### src/source/epu_pkg.sv
package epu_pkg;

  // Data words of the three buffers.
  typedef logic signed [15:0] act_t;
  typedef logic signed [7:0]  wgt_t;
  typedef logic signed [23:0] res_t;

  // Region codes, taken from word address bits 11:10.
  parameter logic [1:0] REG_REGION = 2'd0;
  parameter logic [1:0] IN_REGION  = 2'd1;
  parameter logic [1:0] WGT_REGION = 2'd2;
  parameter logic [1:0] OUT_REGION = 2'd3;

  // Word offsets inside the register region.
  parameter int CTRL_ADDR = 0;
  parameter int LEN_ADDR  = 1;

  // Bit positions in the status word.
  parameter int STAT_BUSY = 0;
  parameter int STAT_DONE = 1;

  // Default buffer geometry.
  parameter int DEPTH_DEF = 64;
  parameter int AW_DEF    = 6;

endpackage

### src/source/epu_buf_wrapper.sv
`timescale 1ns/1ps

module epu_buf_wrapper #(
  parameter type word_t = logic [31:0],
  parameter int  DEPTH  = epu_pkg::DEPTH_DEF,
  parameter int  AW     = epu_pkg::AW_DEF
) (
  input  logic          clk,
  input  logic          rst,
  // Host side, from the bus slave.
  input  logic          host_sel_i,
  input  logic          host_we_i,
  input  logic [AW-1:0] host_addr_i,
  input  word_t         host_wdata_i,
  output word_t         host_rdata_o,
  // Engine side.
  input  logic          eng_busy_i,
  input  logic          eng_cs_i,
  input  logic          eng_we_i,
  input  logic [AW-1:0] eng_addr_i,
  input  word_t         eng_wdata_i,
  output word_t         eng_rdata_o
);

  typedef enum logic [1:0] {
    IDLE    = 2'd0,
    ENGINE  = 2'd1,
    HOST_RD = 2'd2,
    HOST_WR = 2'd3
  } state_t;

  state_t        state;
  state_t        state_nxt;
  logic          sram_cs;
  logic          sram_we;
  logic [AW-1:0] sram_addr;
  word_t         sram_wdata;
  word_t         sram_rdata;

  epu_sram #(
    .word_t(word_t),
    .DEPTH (DEPTH),
    .AW    (AW)
  ) u_sram (
    .clk    (clk),
    .cs_i   (sram_cs),
    .we_i   (sram_we),
    .addr_i (sram_addr),
    .wdata_i(sram_wdata),
    .rdata_o(sram_rdata)
  );

  always_ff @(posedge clk or posedge rst) begin
    if (rst) begin
      state <= IDLE;
    end else begin
      state <= state_nxt;
    end
  end

  // Host accesses last a single cycle, so every state returns to the same decision.
  always_comb begin
    state_nxt = IDLE;
    if (eng_busy_i) begin
      state_nxt = ENGINE;
    end else if (host_sel_i) begin
      state_nxt = host_we_i ? HOST_WR : HOST_RD;
    end
  end

  // The engine owns the array as soon as busy rises; host requests are dropped then.
  always_comb begin
    sram_cs    = 1'b0;
    sram_we    = 1'b0;
    sram_addr  = host_addr_i;
    sram_wdata = host_wdata_i;
    if (eng_busy_i) begin
      sram_cs    = eng_cs_i;
      sram_we    = eng_we_i;
      sram_addr  = eng_addr_i;
      sram_wdata = eng_wdata_i;
    end else if (host_sel_i) begin
      sram_cs = 1'b1;
      sram_we = host_we_i;
    end
  end

  // HOST_RD is the ack cycle of a host read.
  assign host_rdata_o = (state == HOST_RD) ? sram_rdata : '0;
  assign eng_rdata_o  = (state == ENGINE) ? sram_rdata : '0;

endmodule

### src/source/epu_mac_engine.sv
`timescale 1ns/1ps

module epu_mac_engine #(
  parameter int DEPTH = epu_pkg::DEPTH_DEF,
  parameter int AW    = epu_pkg::AW_DEF
) (
  input  logic          clk,
  input  logic          rst,
  input  logic          start_i,
  input  logic [AW:0]   len_i,
  input  epu_pkg::act_t in_rdata_i,
  input  epu_pkg::wgt_t wgt_rdata_i,
  output logic          busy_o,
  output logic          done_o,
  output logic          rd_cs_o,
  output logic [AW-1:0] rd_addr_o,
  output logic          wr_we_o,
  output logic [AW-1:0] wr_addr_o,
  output epu_pkg::res_t wr_data_o
);

  logic          busy_q;
  logic          done_q;
  logic          start_ok;
  logic [AW:0]   len_q;
  logic [AW-1:0] cnt;
  logic          rd_active;
  logic          last_rd;
  logic          s1_valid;
  logic          s2_valid;
  logic [AW-1:0] s1_addr;
  logic [AW-1:0] s2_addr;
  epu_pkg::res_t prod_q;

  assign start_ok = start_i & ~busy_q;
  assign last_rd  = rd_active & ({1'b0, cnt} == len_q - 1'b1);

  // Stage 1 issues addresses, stage 2 holds read data, stage 3 holds the product.
  always_ff @(posedge clk or posedge rst) begin
    if (rst) begin
      busy_q    <= 1'b0;
      done_q    <= 1'b0;
      len_q     <= '0;
      cnt       <= '0;
      rd_active <= 1'b0;
      s1_valid  <= 1'b0;
      s2_valid  <= 1'b0;
    end else begin
      s1_valid <= rd_active;
      s2_valid <= s1_valid;
      if (start_ok) begin
        busy_q    <= 1'b1;
        done_q    <= 1'b0;
        rd_active <= 1'b1;
        cnt       <= '0;
        // A length of zero or beyond the buffer runs the whole buffer.
        len_q     <= (len_i == '0 || len_i > DEPTH) ? (AW+1)'(DEPTH) : len_i;
      end else begin
        if (rd_active) begin
          cnt <= cnt + 1'b1;
          if (last_rd) begin
            rd_active <= 1'b0;
          end
        end
        // The last write is in flight when only stage 3 is still valid.
        if (busy_q && s2_valid && !s1_valid && !rd_active) begin
          busy_q <= 1'b0;
          done_q <= 1'b1;
        end
      end
    end
  end

  always_ff @(posedge clk) begin
    s1_addr <= cnt;
    s2_addr <= s1_addr;
    prod_q  <= epu_pkg::res_t'(in_rdata_i) * epu_pkg::res_t'(wgt_rdata_i);
  end

  assign busy_o    = busy_q;
  assign done_o    = done_q;
  assign rd_cs_o   = rd_active;
  assign rd_addr_o = cnt;
  assign wr_we_o   = s2_valid;
  assign wr_addr_o = s2_addr;
  // ReLU.
  assign wr_data_o = (prod_q < 0) ? '0 : prod_q;

endmodule

### src/source/epu_sram.sv
`timescale 1ns/1ps

module epu_sram #(
  parameter type word_t = logic [31:0],
  parameter int  DEPTH  = epu_pkg::DEPTH_DEF,
  parameter int  AW     = epu_pkg::AW_DEF
) (
  input  logic          clk,
  input  logic          cs_i,
  input  logic          we_i,
  input  logic [AW-1:0] addr_i,
  input  word_t         wdata_i,
  output word_t         rdata_o
);

  word_t mem [DEPTH];

  // Read data appears one cycle after a selected read and holds otherwise.
  always_ff @(posedge clk) begin
    if (cs_i) begin
      if (we_i) begin
        mem[addr_i] <= wdata_i;
      end else begin
        rdata_o <= mem[addr_i];
      end
    end
  end

endmodule

### src/source/epu_top.sv
`timescale 1ns/1ps

module epu_top #(
  parameter int DEPTH = epu_pkg::DEPTH_DEF,
  parameter int AW    = epu_pkg::AW_DEF
) (
  input  logic        clk,
  input  logic        rst,
  input  logic        wb_cyc_i,
  input  logic        wb_stb_i,
  input  logic        wb_we_i,
  input  logic [11:0] wb_adr_i,
  input  logic [31:0] wb_dat_i,
  output logic        wb_ack_o,
  output logic [31:0] wb_dat_o
);

  logic          in_sel;
  logic          wgt_sel;
  logic          out_sel;
  logic          host_we;
  logic [AW-1:0] host_addr;
  logic [31:0]   host_wdata;
  logic          start;
  logic [AW:0]   len;
  logic          busy;
  logic          done;
  logic          rd_cs;
  logic [AW-1:0] rd_addr;
  logic          wr_we;
  logic [AW-1:0] wr_addr;
  epu_pkg::res_t wr_data;
  epu_pkg::act_t in_host_rdata;
  epu_pkg::wgt_t wgt_host_rdata;
  epu_pkg::res_t out_host_rdata;
  epu_pkg::act_t in_eng_rdata;
  epu_pkg::wgt_t wgt_eng_rdata;

  epu_wb_slave #(.AW(AW)) u_slave (
    .clk(clk), .rst(rst),
    .wb_cyc_i(wb_cyc_i), .wb_stb_i(wb_stb_i), .wb_we_i(wb_we_i),
    .wb_adr_i(wb_adr_i), .wb_dat_i(wb_dat_i),
    .wb_ack_o(wb_ack_o), .wb_dat_o(wb_dat_o),
    .busy_i(busy), .done_i(done),
    .in_rdata_i(in_host_rdata), .wgt_rdata_i(wgt_host_rdata), .out_rdata_i(out_host_rdata),
    .in_sel_o(in_sel), .wgt_sel_o(wgt_sel), .out_sel_o(out_sel),
    .host_we_o(host_we), .host_addr_o(host_addr), .host_wdata_o(host_wdata),
    .start_o(start), .len_o(len)
  );

  epu_mac_engine #(.DEPTH(DEPTH), .AW(AW)) u_engine (
    .clk(clk), .rst(rst),
    .start_i(start), .len_i(len),
    .in_rdata_i(in_eng_rdata), .wgt_rdata_i(wgt_eng_rdata),
    .busy_o(busy), .done_o(done),
    .rd_cs_o(rd_cs), .rd_addr_o(rd_addr),
    .wr_we_o(wr_we), .wr_addr_o(wr_addr), .wr_data_o(wr_data)
  );

  // The input and weight buffers are read side by side with one address.
  epu_buf_wrapper #(.word_t(epu_pkg::act_t), .DEPTH(DEPTH), .AW(AW)) u_in_buf (
    .clk(clk), .rst(rst),
    .host_sel_i(in_sel), .host_we_i(host_we), .host_addr_i(host_addr),
    .host_wdata_i(host_wdata[15:0]), .host_rdata_o(in_host_rdata),
    .eng_busy_i(busy), .eng_cs_i(rd_cs), .eng_we_i(1'b0), .eng_addr_i(rd_addr),
    .eng_wdata_i('0), .eng_rdata_o(in_eng_rdata)
  );

  epu_buf_wrapper #(.word_t(epu_pkg::wgt_t), .DEPTH(DEPTH), .AW(AW)) u_wgt_buf (
    .clk(clk), .rst(rst),
    .host_sel_i(wgt_sel), .host_we_i(host_we), .host_addr_i(host_addr),
    .host_wdata_i(host_wdata[7:0]), .host_rdata_o(wgt_host_rdata),
    .eng_busy_i(busy), .eng_cs_i(rd_cs), .eng_we_i(1'b0), .eng_addr_i(rd_addr),
    .eng_wdata_i('0), .eng_rdata_o(wgt_eng_rdata)
  );

  // The host can only read the output buffer.
  epu_buf_wrapper #(.word_t(epu_pkg::res_t), .DEPTH(DEPTH), .AW(AW)) u_out_buf (
    .clk(clk), .rst(rst),
    .host_sel_i(out_sel), .host_we_i(1'b0), .host_addr_i(host_addr),
    .host_wdata_i('0), .host_rdata_o(out_host_rdata),
    .eng_busy_i(busy), .eng_cs_i(wr_we), .eng_we_i(wr_we), .eng_addr_i(wr_addr),
    .eng_wdata_i(wr_data), .eng_rdata_o()
  );

endmodule

### src/source/epu_wb_slave.sv
`timescale 1ns/1ps

module epu_wb_slave #(
  parameter int AW = epu_pkg::AW_DEF
) (
  input  logic                clk,
  input  logic                rst,
  // Wishbone classic slave port.
  input  logic                wb_cyc_i,
  input  logic                wb_stb_i,
  input  logic                wb_we_i,
  input  logic [11:0]         wb_adr_i,
  input  logic [31:0]         wb_dat_i,
  output logic                wb_ack_o,
  output logic [31:0]         wb_dat_o,
  // Engine status.
  input  logic                busy_i,
  input  logic                done_i,
  // Buffer read data.
  input  epu_pkg::act_t       in_rdata_i,
  input  epu_pkg::wgt_t       wgt_rdata_i,
  input  epu_pkg::res_t       out_rdata_i,
  // Buffer host requests.
  output logic                in_sel_o,
  output logic                wgt_sel_o,
  output logic                out_sel_o,
  output logic                host_we_o,
  output logic [AW-1:0]       host_addr_o,
  output logic [31:0]         host_wdata_o,
  // Engine control.
  output logic                start_o,
  output logic [AW:0]         len_o
);

  logic        req_new;
  logic        ack_q;
  logic [1:0]  region;
  logic [1:0]  region_q;
  logic [9:0]  offset;
  logic        reg_wr;
  logic [31:0] status;
  logic [31:0] reg_rdata_q;
  logic [AW:0] len_q;
  logic        start_q;

  // A new request is one that has not been acknowledged yet.
  assign req_new = wb_cyc_i & wb_stb_i & ~ack_q;
  assign region  = wb_adr_i[11:10];
  assign offset  = wb_adr_i[9:0];
  assign reg_wr  = req_new & wb_we_i & (region == epu_pkg::REG_REGION);

  always_comb begin
    status                     = '0;
    status[epu_pkg::STAT_BUSY] = busy_i;
    status[epu_pkg::STAT_DONE] = done_i;
  end

  always_ff @(posedge clk or posedge rst) begin
    if (rst) begin
      ack_q    <= 1'b0;
      start_q  <= 1'b0;
      region_q <= epu_pkg::REG_REGION;
      len_q    <= '0;
    end else begin
      ack_q   <= req_new;
      start_q <= reg_wr & (offset == 10'(epu_pkg::CTRL_ADDR)) & wb_dat_i[0] & ~busy_i;
      if (req_new) begin
        region_q <= region;
      end
      if (reg_wr && offset == 10'(epu_pkg::LEN_ADDR)) begin
        len_q <= wb_dat_i[AW:0];
      end
    end
  end

  // Register reads are captured in the request cycle so data is stable through ack.
  always_ff @(posedge clk) begin
    if (req_new) begin
      reg_rdata_q <= (offset == 10'(epu_pkg::LEN_ADDR)) ? 32'(len_q) : status;
    end
  end

  always_comb begin
    wb_dat_o = '0;
    if (ack_q) begin
      case (region_q)
        epu_pkg::REG_REGION: wb_dat_o = reg_rdata_q;
        epu_pkg::IN_REGION:  wb_dat_o = 32'(in_rdata_i);
        epu_pkg::WGT_REGION: wb_dat_o = 32'(wgt_rdata_i);
        default:             wb_dat_o = 32'($unsigned(out_rdata_i));
      endcase
    end
  end

  assign wb_ack_o     = ack_q;
  assign in_sel_o     = req_new & (region == epu_pkg::IN_REGION);
  assign wgt_sel_o    = req_new & (region == epu_pkg::WGT_REGION);
  assign out_sel_o    = req_new & (region == epu_pkg::OUT_REGION);
  assign host_we_o    = wb_we_i;
  assign host_addr_o  = wb_adr_i[AW-1:0];
  assign host_wdata_o = wb_dat_i;
  assign start_o      = start_q;
  assign len_o        = len_q;

endmodule

### config.mk
export PLATFORM = sky130hd
export DESIGN_NAME = epu_top
export DESIGN_NICKNAME = d
export VERILOG_FILES = /design/src/source/epu_pkg.sv /design/src/source/epu_buf_wrapper.sv /design/src/source/epu_mac_engine.sv /design/src/source/epu_sram.sv /design/src/source/epu_top.sv /design/src/source/epu_wb_slave.sv
export SDC_FILE = /design/constraint.sdc
export NUM_CORES = 2
export LEC_CHECK = 0
export ABC_AREA = 0
export BUFFER_PORTS_ARGS = -buffer_cell sky130_fd_sc_hd__buf_2
export CORE_ASPECT_RATIO = 1.2
export CORE_MARGIN = 5
export CORE_UTILIZATION = 41
export DETAILED_ROUTE_END_ITERATION = 10
export PLACE_DENSITY = 0.53
export SYNTH_ARGS = -nofsm -noshare
export SYNTH_HDL_FRONTEND = slang
export SYNTH_SLANG_ARGS = --single-unit
### constraint.sdc
create_clock -name clk -period 17 [get_ports clk]
set_input_delay 1.7 -clock clk [delete_from_list [all_inputs] [get_ports clk]]
set_output_delay 1.7 -clock clk [all_outputs]
set_load 0.02 [all_outputs]
### Yosys cells after proc, flatten, opt, wreduce, memory -nomap -nowiden

Memory sizes are Yosys's and may differ from the RTL's. A register that Yosys moved wholly into a read port is not among the register bits.
Cells that the tools add are included.

| cells by class | value |
|---|---|
| $add $sub $neg | 2 |
| reductions and logical operators | 16 |
| equal/unequal tests | 12 |
| multiply operators | 1 |
| muxes and demuxes | 51 |
| bitwise logic cells | 17 |
| $lt $le $gt $ge | 2 |

Operators with widths:

| kind | number |
|---|---|
| case mux 32 bit (3 select lines) | 1 |
| 2-to-1 mux 24 bit | 3 |
| 2-to-1 mux 16 bit | 3 |
| 2-to-1 mux 32 bit | 1 |
| 2-to-1 mux 1 bit | 28 |
| < comparator 24 x 1 -> 1 bit, second input constant | 1 |
| multiplier 16 x 8 -> 24 bit | 1 |
| 2-to-1 mux 6 bit | 4 |
| 2-to-1 mux 8 bit | 3 |
| 2-to-1 mux 2 bit | 7 |
| AND 1 bit | 12 |
| equality test 2 bit, second input constant | 6 |
| equality test 10 x 1 -> 1 bit, second input constant | 1 |
| zero test 10 bit | 1 |
| equality test 2 x 1 -> 1 bit, second input constant | 4 |
| equality test 6 x 7 -> 1 bit | 1 |
| greater-than comparator 7 bit, second input constant | 1 |
| zero test 7 bit | 1 |
| 2-to-1 mux 7 bit | 1 |
| subtractor 7 x 1 -> 7 bit, second input constant | 1 |
| adder 6 x 1 -> 6 bit, second input constant | 1 |
| AND reduction 2 bit | 3 |
| inverter 1 bit | 5 |
| logical AND 1 bit | 4 |
| 4 further kinds | 7 |

| storage, ports and cells | value |
|---|---|
| RAM bits | 3072 |
| bits in registers | 103 |
| logic and storage cells | 123 |
| memories kept | 3 |
| bits of input ports | 49 |

Memory list:

| name | depth | width | rd ports | clocked after Yosys merged registers in | write ports | RTL line | text |
|---|---|---|---|---|---|---|---|
| u_out_buf.u_sram.mem | 64 | 24 | 1 | 1 | 1 | epu_sram.sv:16 | `word_t mem [DEPTH];` |
| u_in_buf.u_sram.mem | 64 | 16 | 1 | 1 | 1 | epu_sram.sv:16 |  |
| u_wgt_buf.u_sram.mem | 64 | 8 | 1 | 1 | 1 | epu_sram.sv:16 |  |

### Logic depth before layout (Yosys ltp)

| logic depth | value |
|---|---|
| depth after elaboration | 8 |
| depth in mapped cells | 20 |
| depth with buffers taken out | 18 |

### Hierarchy

From an unflattened synthesis, not the netlist that was laid out.

| second synthesis, totals | value |
|---|---|
| cells, all modules | 7763 |
| area total of the unflattened synthesis | 129699.4 um^2 |

Modules (own cells, without submodules):

| module | cells an instance | instances | area each (um^2) |
|---|---|---|---|
| epu_sram (u_out_buf.u_sram) | 3272 | 1 | 59131.7 |
| epu_sram (u_in_buf.u_sram) | 2272 | 1 | 40008.4 |
| epu_sram (u_wgt_buf.u_sram) | 1144 | 1 | 20428.3 |
| epu_mac_engine | 699 | 1 | 6439.9 |
| epu_wb_slave | 165 | 1 | 1694.1 |
| epu_buf_wrapper (u_out_buf) | 97 | 1 | 920.9 |
| epu_buf_wrapper (u_in_buf) | 70 | 1 | 666.9 |
| epu_buf_wrapper (u_wgt_buf) | 43 | 1 | 405.4 |
| epu_top | 1 | 1 | 3.8 |

### Worst setup path before layout

Ideal clock, no wire load.

| timing path | value |
|---|---|
| path type | input-to-reg |
| start point | input port wb_dat_i[1] |
| end point | memory u_in_buf.u_sram.mem[0][1] (netlist name), data pin |
| path buffers | 0 |
| arrival | 4.813 ns |
| library setup time | 0.825 ns |
| stages | 1 |
| slack | 11.362 ns |
| path through | nor2b_1 |

| between the ends | value |
|---|---|
| cells in the longest elaborated chain, start to end | 1 |

RTL lines:

| item | RTL line | text |
|---|---|---|
| start: declaration | epu_top.sv:13 | `input logic [31:0] wb_dat_i,` |
| 2-to-1 mux 16 bit | epu_buf_wrapper.sv:77 | `if (eng_busy_i) begin` |
| end: declaration | epu_sram.sv:16 |  |

Every way passes these cells.

### Worst setup path in the final report

| timing path | value |
|---|---|
| start point | register u_engine.busy_q, in the netlist u_engine.busy_o |
| end point | register u_in_buf.u_sram.rdata_o[0] (netlist name), read port of u_in_buf.u_sram.mem, data pin |

| between the ends | value |
|---|---|
| cells in the longest elaborated chain, start to end | 3 |
| elaborated cells between the ends (all ways) | 5 |
| classes of those cells | 3 x mux; 1 x bitwise; 1 x reduce/logical |

RTL lines:

| item | RTL line | text |
|---|---|---|
| start: declaration | epu_mac_engine.sv:22 | `logic busy_q;` |
| start signal: assignment | epu_mac_engine.sv:41 | `busy_q <= 1'b0;` |
| start signal: assignment | epu_mac_engine.sv:52 | `busy_q <= 1'b1;` |
| start signal: assignment | epu_mac_engine.sv:67 | `busy_q <= 1'b0;` |
| 2-to-1 mux 1 bit | epu_buf_wrapper.sv:77 |  |
| inverter 1 bit (no source line) | - |  |
| AND reduction 2 bit (no source line) | - |  |
| end: declaration | epu_sram.sv:13 | `output word_t rdata_o` |

Parallel ways exist; a longest one is shown, timed or not.
A chain may end at the register's enable or synchronous reset.

==> out/metrics.cfg <==
[setup_path]
r2r_end=u_in_buf.u_sram.rdata_o[0]$_DFFE_PP_
crit_slowest_cell=nor4bb_1
required_ps=17640
worst_path_most_repeated_cell=buf_4
start_kind=register
path_cells=buf_4 -> nor4bb_1 -> or2_4 -> buf_4 -> buf_4 -> a22oi_1 -> a41oi_1 -> nor4_1 -> buf_4 -> o2111ai_1
worstSetupPathType=reg2reg
slowest_delay_ps=840
r2r_cells=10
r2r_start=u_engine.busy_o$_DFFE_PP0P_
critPathCaptureType=register
path_max_fanout=66
arrival_ps=6820
ff2ff_setup_slack_ps=10810

[floorplan]
rows=217
die_area_um2=303000
die_y_um=602
start_util=0.411
io_pins=82
die_x_um=503
coreArea_um2=291000

[synth]
ys_seq_area_frac=0.782
synth_top_area_cell=edfxtp_1
synth_area_per_cell_um2=17.5
synth_edf_count=3062
yosys_warnings=0
postSynthCellCount=6848
synth_top_area_frac=0.769
synthTopCellsByCount=3,062 x edfxtp_1, 1,131 x a22oi_1, 341 x nor2_1
synth_area_leaders=edfxtp_1 77%, a22oi_1 7.1%, fa_1 1.7%
synth.most_common_cell=edfxtp_1
synth.distinct_cells=75
async_flop_share=0.0112
ys_ff_latch=3133
synthFlopType=edfxtp_1
syn_area_um2=120000
syn_nets=7047

[timing]
tightest_slew_ps=1440
fin_crit_sh=0.364
finalSetupTns_ps=0
hold_viol_final=0
rsz0062_at_grt=no
min_period_ps=6190
max_slew_margin=0.0396
slew_violations=0
fin_skew_ps=49.6
timing.hold.ws_ps=316
fmax_ghz=0.162
setup_viol=0

[clock_tree]
post_cts_buffers=0
clock_path_buffers=4
cts_resized=0
clk_latency_ps=880
hold_buffers=0
cts_tree=yes
cts_buffers=321
cts.htree.levels=5
cts-root-buf=clkbuf_16
cts_sinks=3133
clk_pin_slew_ps=60

[worst_hold_path]
hold_end=u_engine.wr_addr_o[0]$_DFF_P_
hp-class=reg2reg
worstHoldPathCells=0
worstHoldStart=u_engine.s1_addr[0]$_DFF_P_

[route]
drt_iter0_drc=8138
dr_total_vias=67900
drt_first_pass_iters=10
via_per_inst=6.07
routed_wl_mm=376
ant_nets=0
drc=0
wl_per_cell_um=33.6

[global_route]
grt_pass1_vias=66500
antenna_found_initial=21
use_met1=0.314
grtUsageMet2=0.405
grt_max_degree=105
use_met3=0.0353
grt_pass1_wl_mm=522
busiest_layer=met2
overflow=0
gr-usage-all-layers=0.241

[placement]
placed_area_um2=126000
port_buffers=65
hpwl_mm=216
gp_congestion=0.833

[pwr]
internal_power_mw=12.4
swShare=0.212
p_comb_frac=0.035
p_seq_frac=0.534
p_clk_frac=0.431
switchingPower_mw=3.35
powerDensity_nw_per_um2=116
p_leak_nw=43.1
ir_worst_vdd_mv=0.0882

[outcome]
status=completed

[cells_and_area]
layout.nets=7285
layout-drive-gt1-share=0.151
final_area_um2=136000
fillCellCount=24600
syn_to_final_growth_pct=13.5

[flow_run]
maxCapViolCount=0

==> stage by stage <==
| step | utilization | setup slack [ps] | instances | total power, mW |
|---|---|---|---|---|
| after floorplan | - | 11360 | 6848 | 8.87 |
| after global placement | 0.432 | 10520 | 10600 | 9.14 |
| after detailed placement | 0.432 | 10510 | 10600 | 9.14 |
| after CTS | 0.467 | 10800 | 11200 | 15.9 |
| after global routing | 0.467 | 10660 | 11200 | 16.2 |
| final | 0.467 | 10810 | 11200 | 15.8 |
==> cell usage in the layout, fill, tap and decap left out, types with 36 or more instances in the layout <==
cell	netlist	layout
clkinv_2	0	52
a222oi_1	122	122
buf_2	151	65
fa_1	103	103
nand2_1	147	146
buf_4	36	271
o22a_1	39	39
clkbuf_1	218	75
mux2i_1	100	98
inv_1	150	150
a21oi_1	110	110
o21ai_0	85	81
clkbuf_16	0	326
ha_1	47	47
nor4_1	67	60
nand3_1	58	58
a41oi_1	146	145
a31oi_1	160	160
nor2_1	341	233
mux2_2	127	127
dfxtp_1	36	36
nor2_2	0	104
nand4_1	48	48
a22oi_1	1131	1131
clkinv_1	0	65
edfxtp_1	3062	3062
==> worst max-delay path, delay by kind of cell (launching register included) <==
| kind | cells | cell delay, ps |
|---|---|---|
| simple gates | 3 | 1640 |
| flops | 1 | 830 |
| buf+inv | 4 | 2480 |
| compound gates | 3 | 910 |
==> worst max-delay path by stage <==
stage                                      startpoint                                endpoint  slack [ps]  depth (start not counted)
after floorplan                           wb_dat_i[1]     u_in_buf.u_sram.mem[0][1]$_DFFE_PP_       11360                          1
final                     u_engine.busy_o$_DFFE_PP0P_    u_in_buf.u_sram.rdata_o[0]$_DFFE_PP_       10810                         10
after global placement                    wb_adr_i[2]  u_out_buf.u_sram.rdata_o[14]$_DFFE_PP_       10520                         10
after CTS                 u_engine.busy_o$_DFFE_PP0P_    u_in_buf.u_sram.rdata_o[0]$_DFFE_PP_       10800                         10
after detailed placement                  wb_adr_i[2]    u_in_buf.u_sram.rdata_o[9]$_DFFE_PP_       10510                          9
after global routing      u_engine.busy_o$_DFFE_PP0P_    u_in_buf.u_sram.rdata_o[0]$_DFFE_PP_       10660                         10
==> registers in the layout (all words and copies together), names as in the netlist, 6 cells and up <==
signal,count
u_engine.wr_addr_o,6
u_engine.rd_addr_o,6
u_slave.len_o,7
u_in_buf.u_sram.rdata_o,16
u_in_buf.u_sram.mem,1024
u_engine.prod_q,24
u_wgt_buf.u_sram.rdata_o,8
u_out_buf.u_sram.rdata_o,23
u_out_buf.u_sram.mem,1472
u_wgt_buf.u_sram.mem,512
u_slave.reg_rdata_q,7
u_engine.s1_addr,6
u_engine.len_q,7
==> cell families (layout without fill, tap and decap cells) <==
kind of cell,Yosys count,after routing,share of synthesized area
and+or+nand+nor,829,829,0.0337
xor gates and xnor gates,35,35,0.00256
DFF,3133,3133,0.782
other,0,24,0
muxes,229,229,0.0205
AOI/OAI and AO/OA,1891,1891,0.118
adders and majority gates,150,150,0.0222
buffers and inverters,581,1067,0.0211
==> final cells by class <==
class	count	area, um^2	area share
sequential	3133	93500	0.689
tap	3832	4790	0.0353
inverter	150	563	0.00415
clock inverter	166	1510	0.0111
multi-input combinational	3134	24300	0.179
clock buffer	405	8490	0.0626
timing repair buffer	346	2560	0.0189
antenna	24	60.1	0.000442
==> power groups by stage <==
stage,Clock (mW),Combinational [mW],Sequential (mW)
2_1_floorplan,0,0.279,8.59
3_3_place_gp,0,0.552,8.59
3_5_place_dp,0,0.556,8.59
4_1_cts,6.91,0.558,8.42
5_1_grt,7.23,0.577,8.42
6_report,6.81,0.556,8.43
==> per-layer routing <==
metal  up-vias  wire, um  part of all wire
met1     35700    145000              0.39
met2      2980    186000              0.49
li1      28700         -                 -
met5         -        80           0.00021
met3       593     26700             0.071
met4        12     18200             0.048
Note: power is estimated with default switching activity, not from simulation.
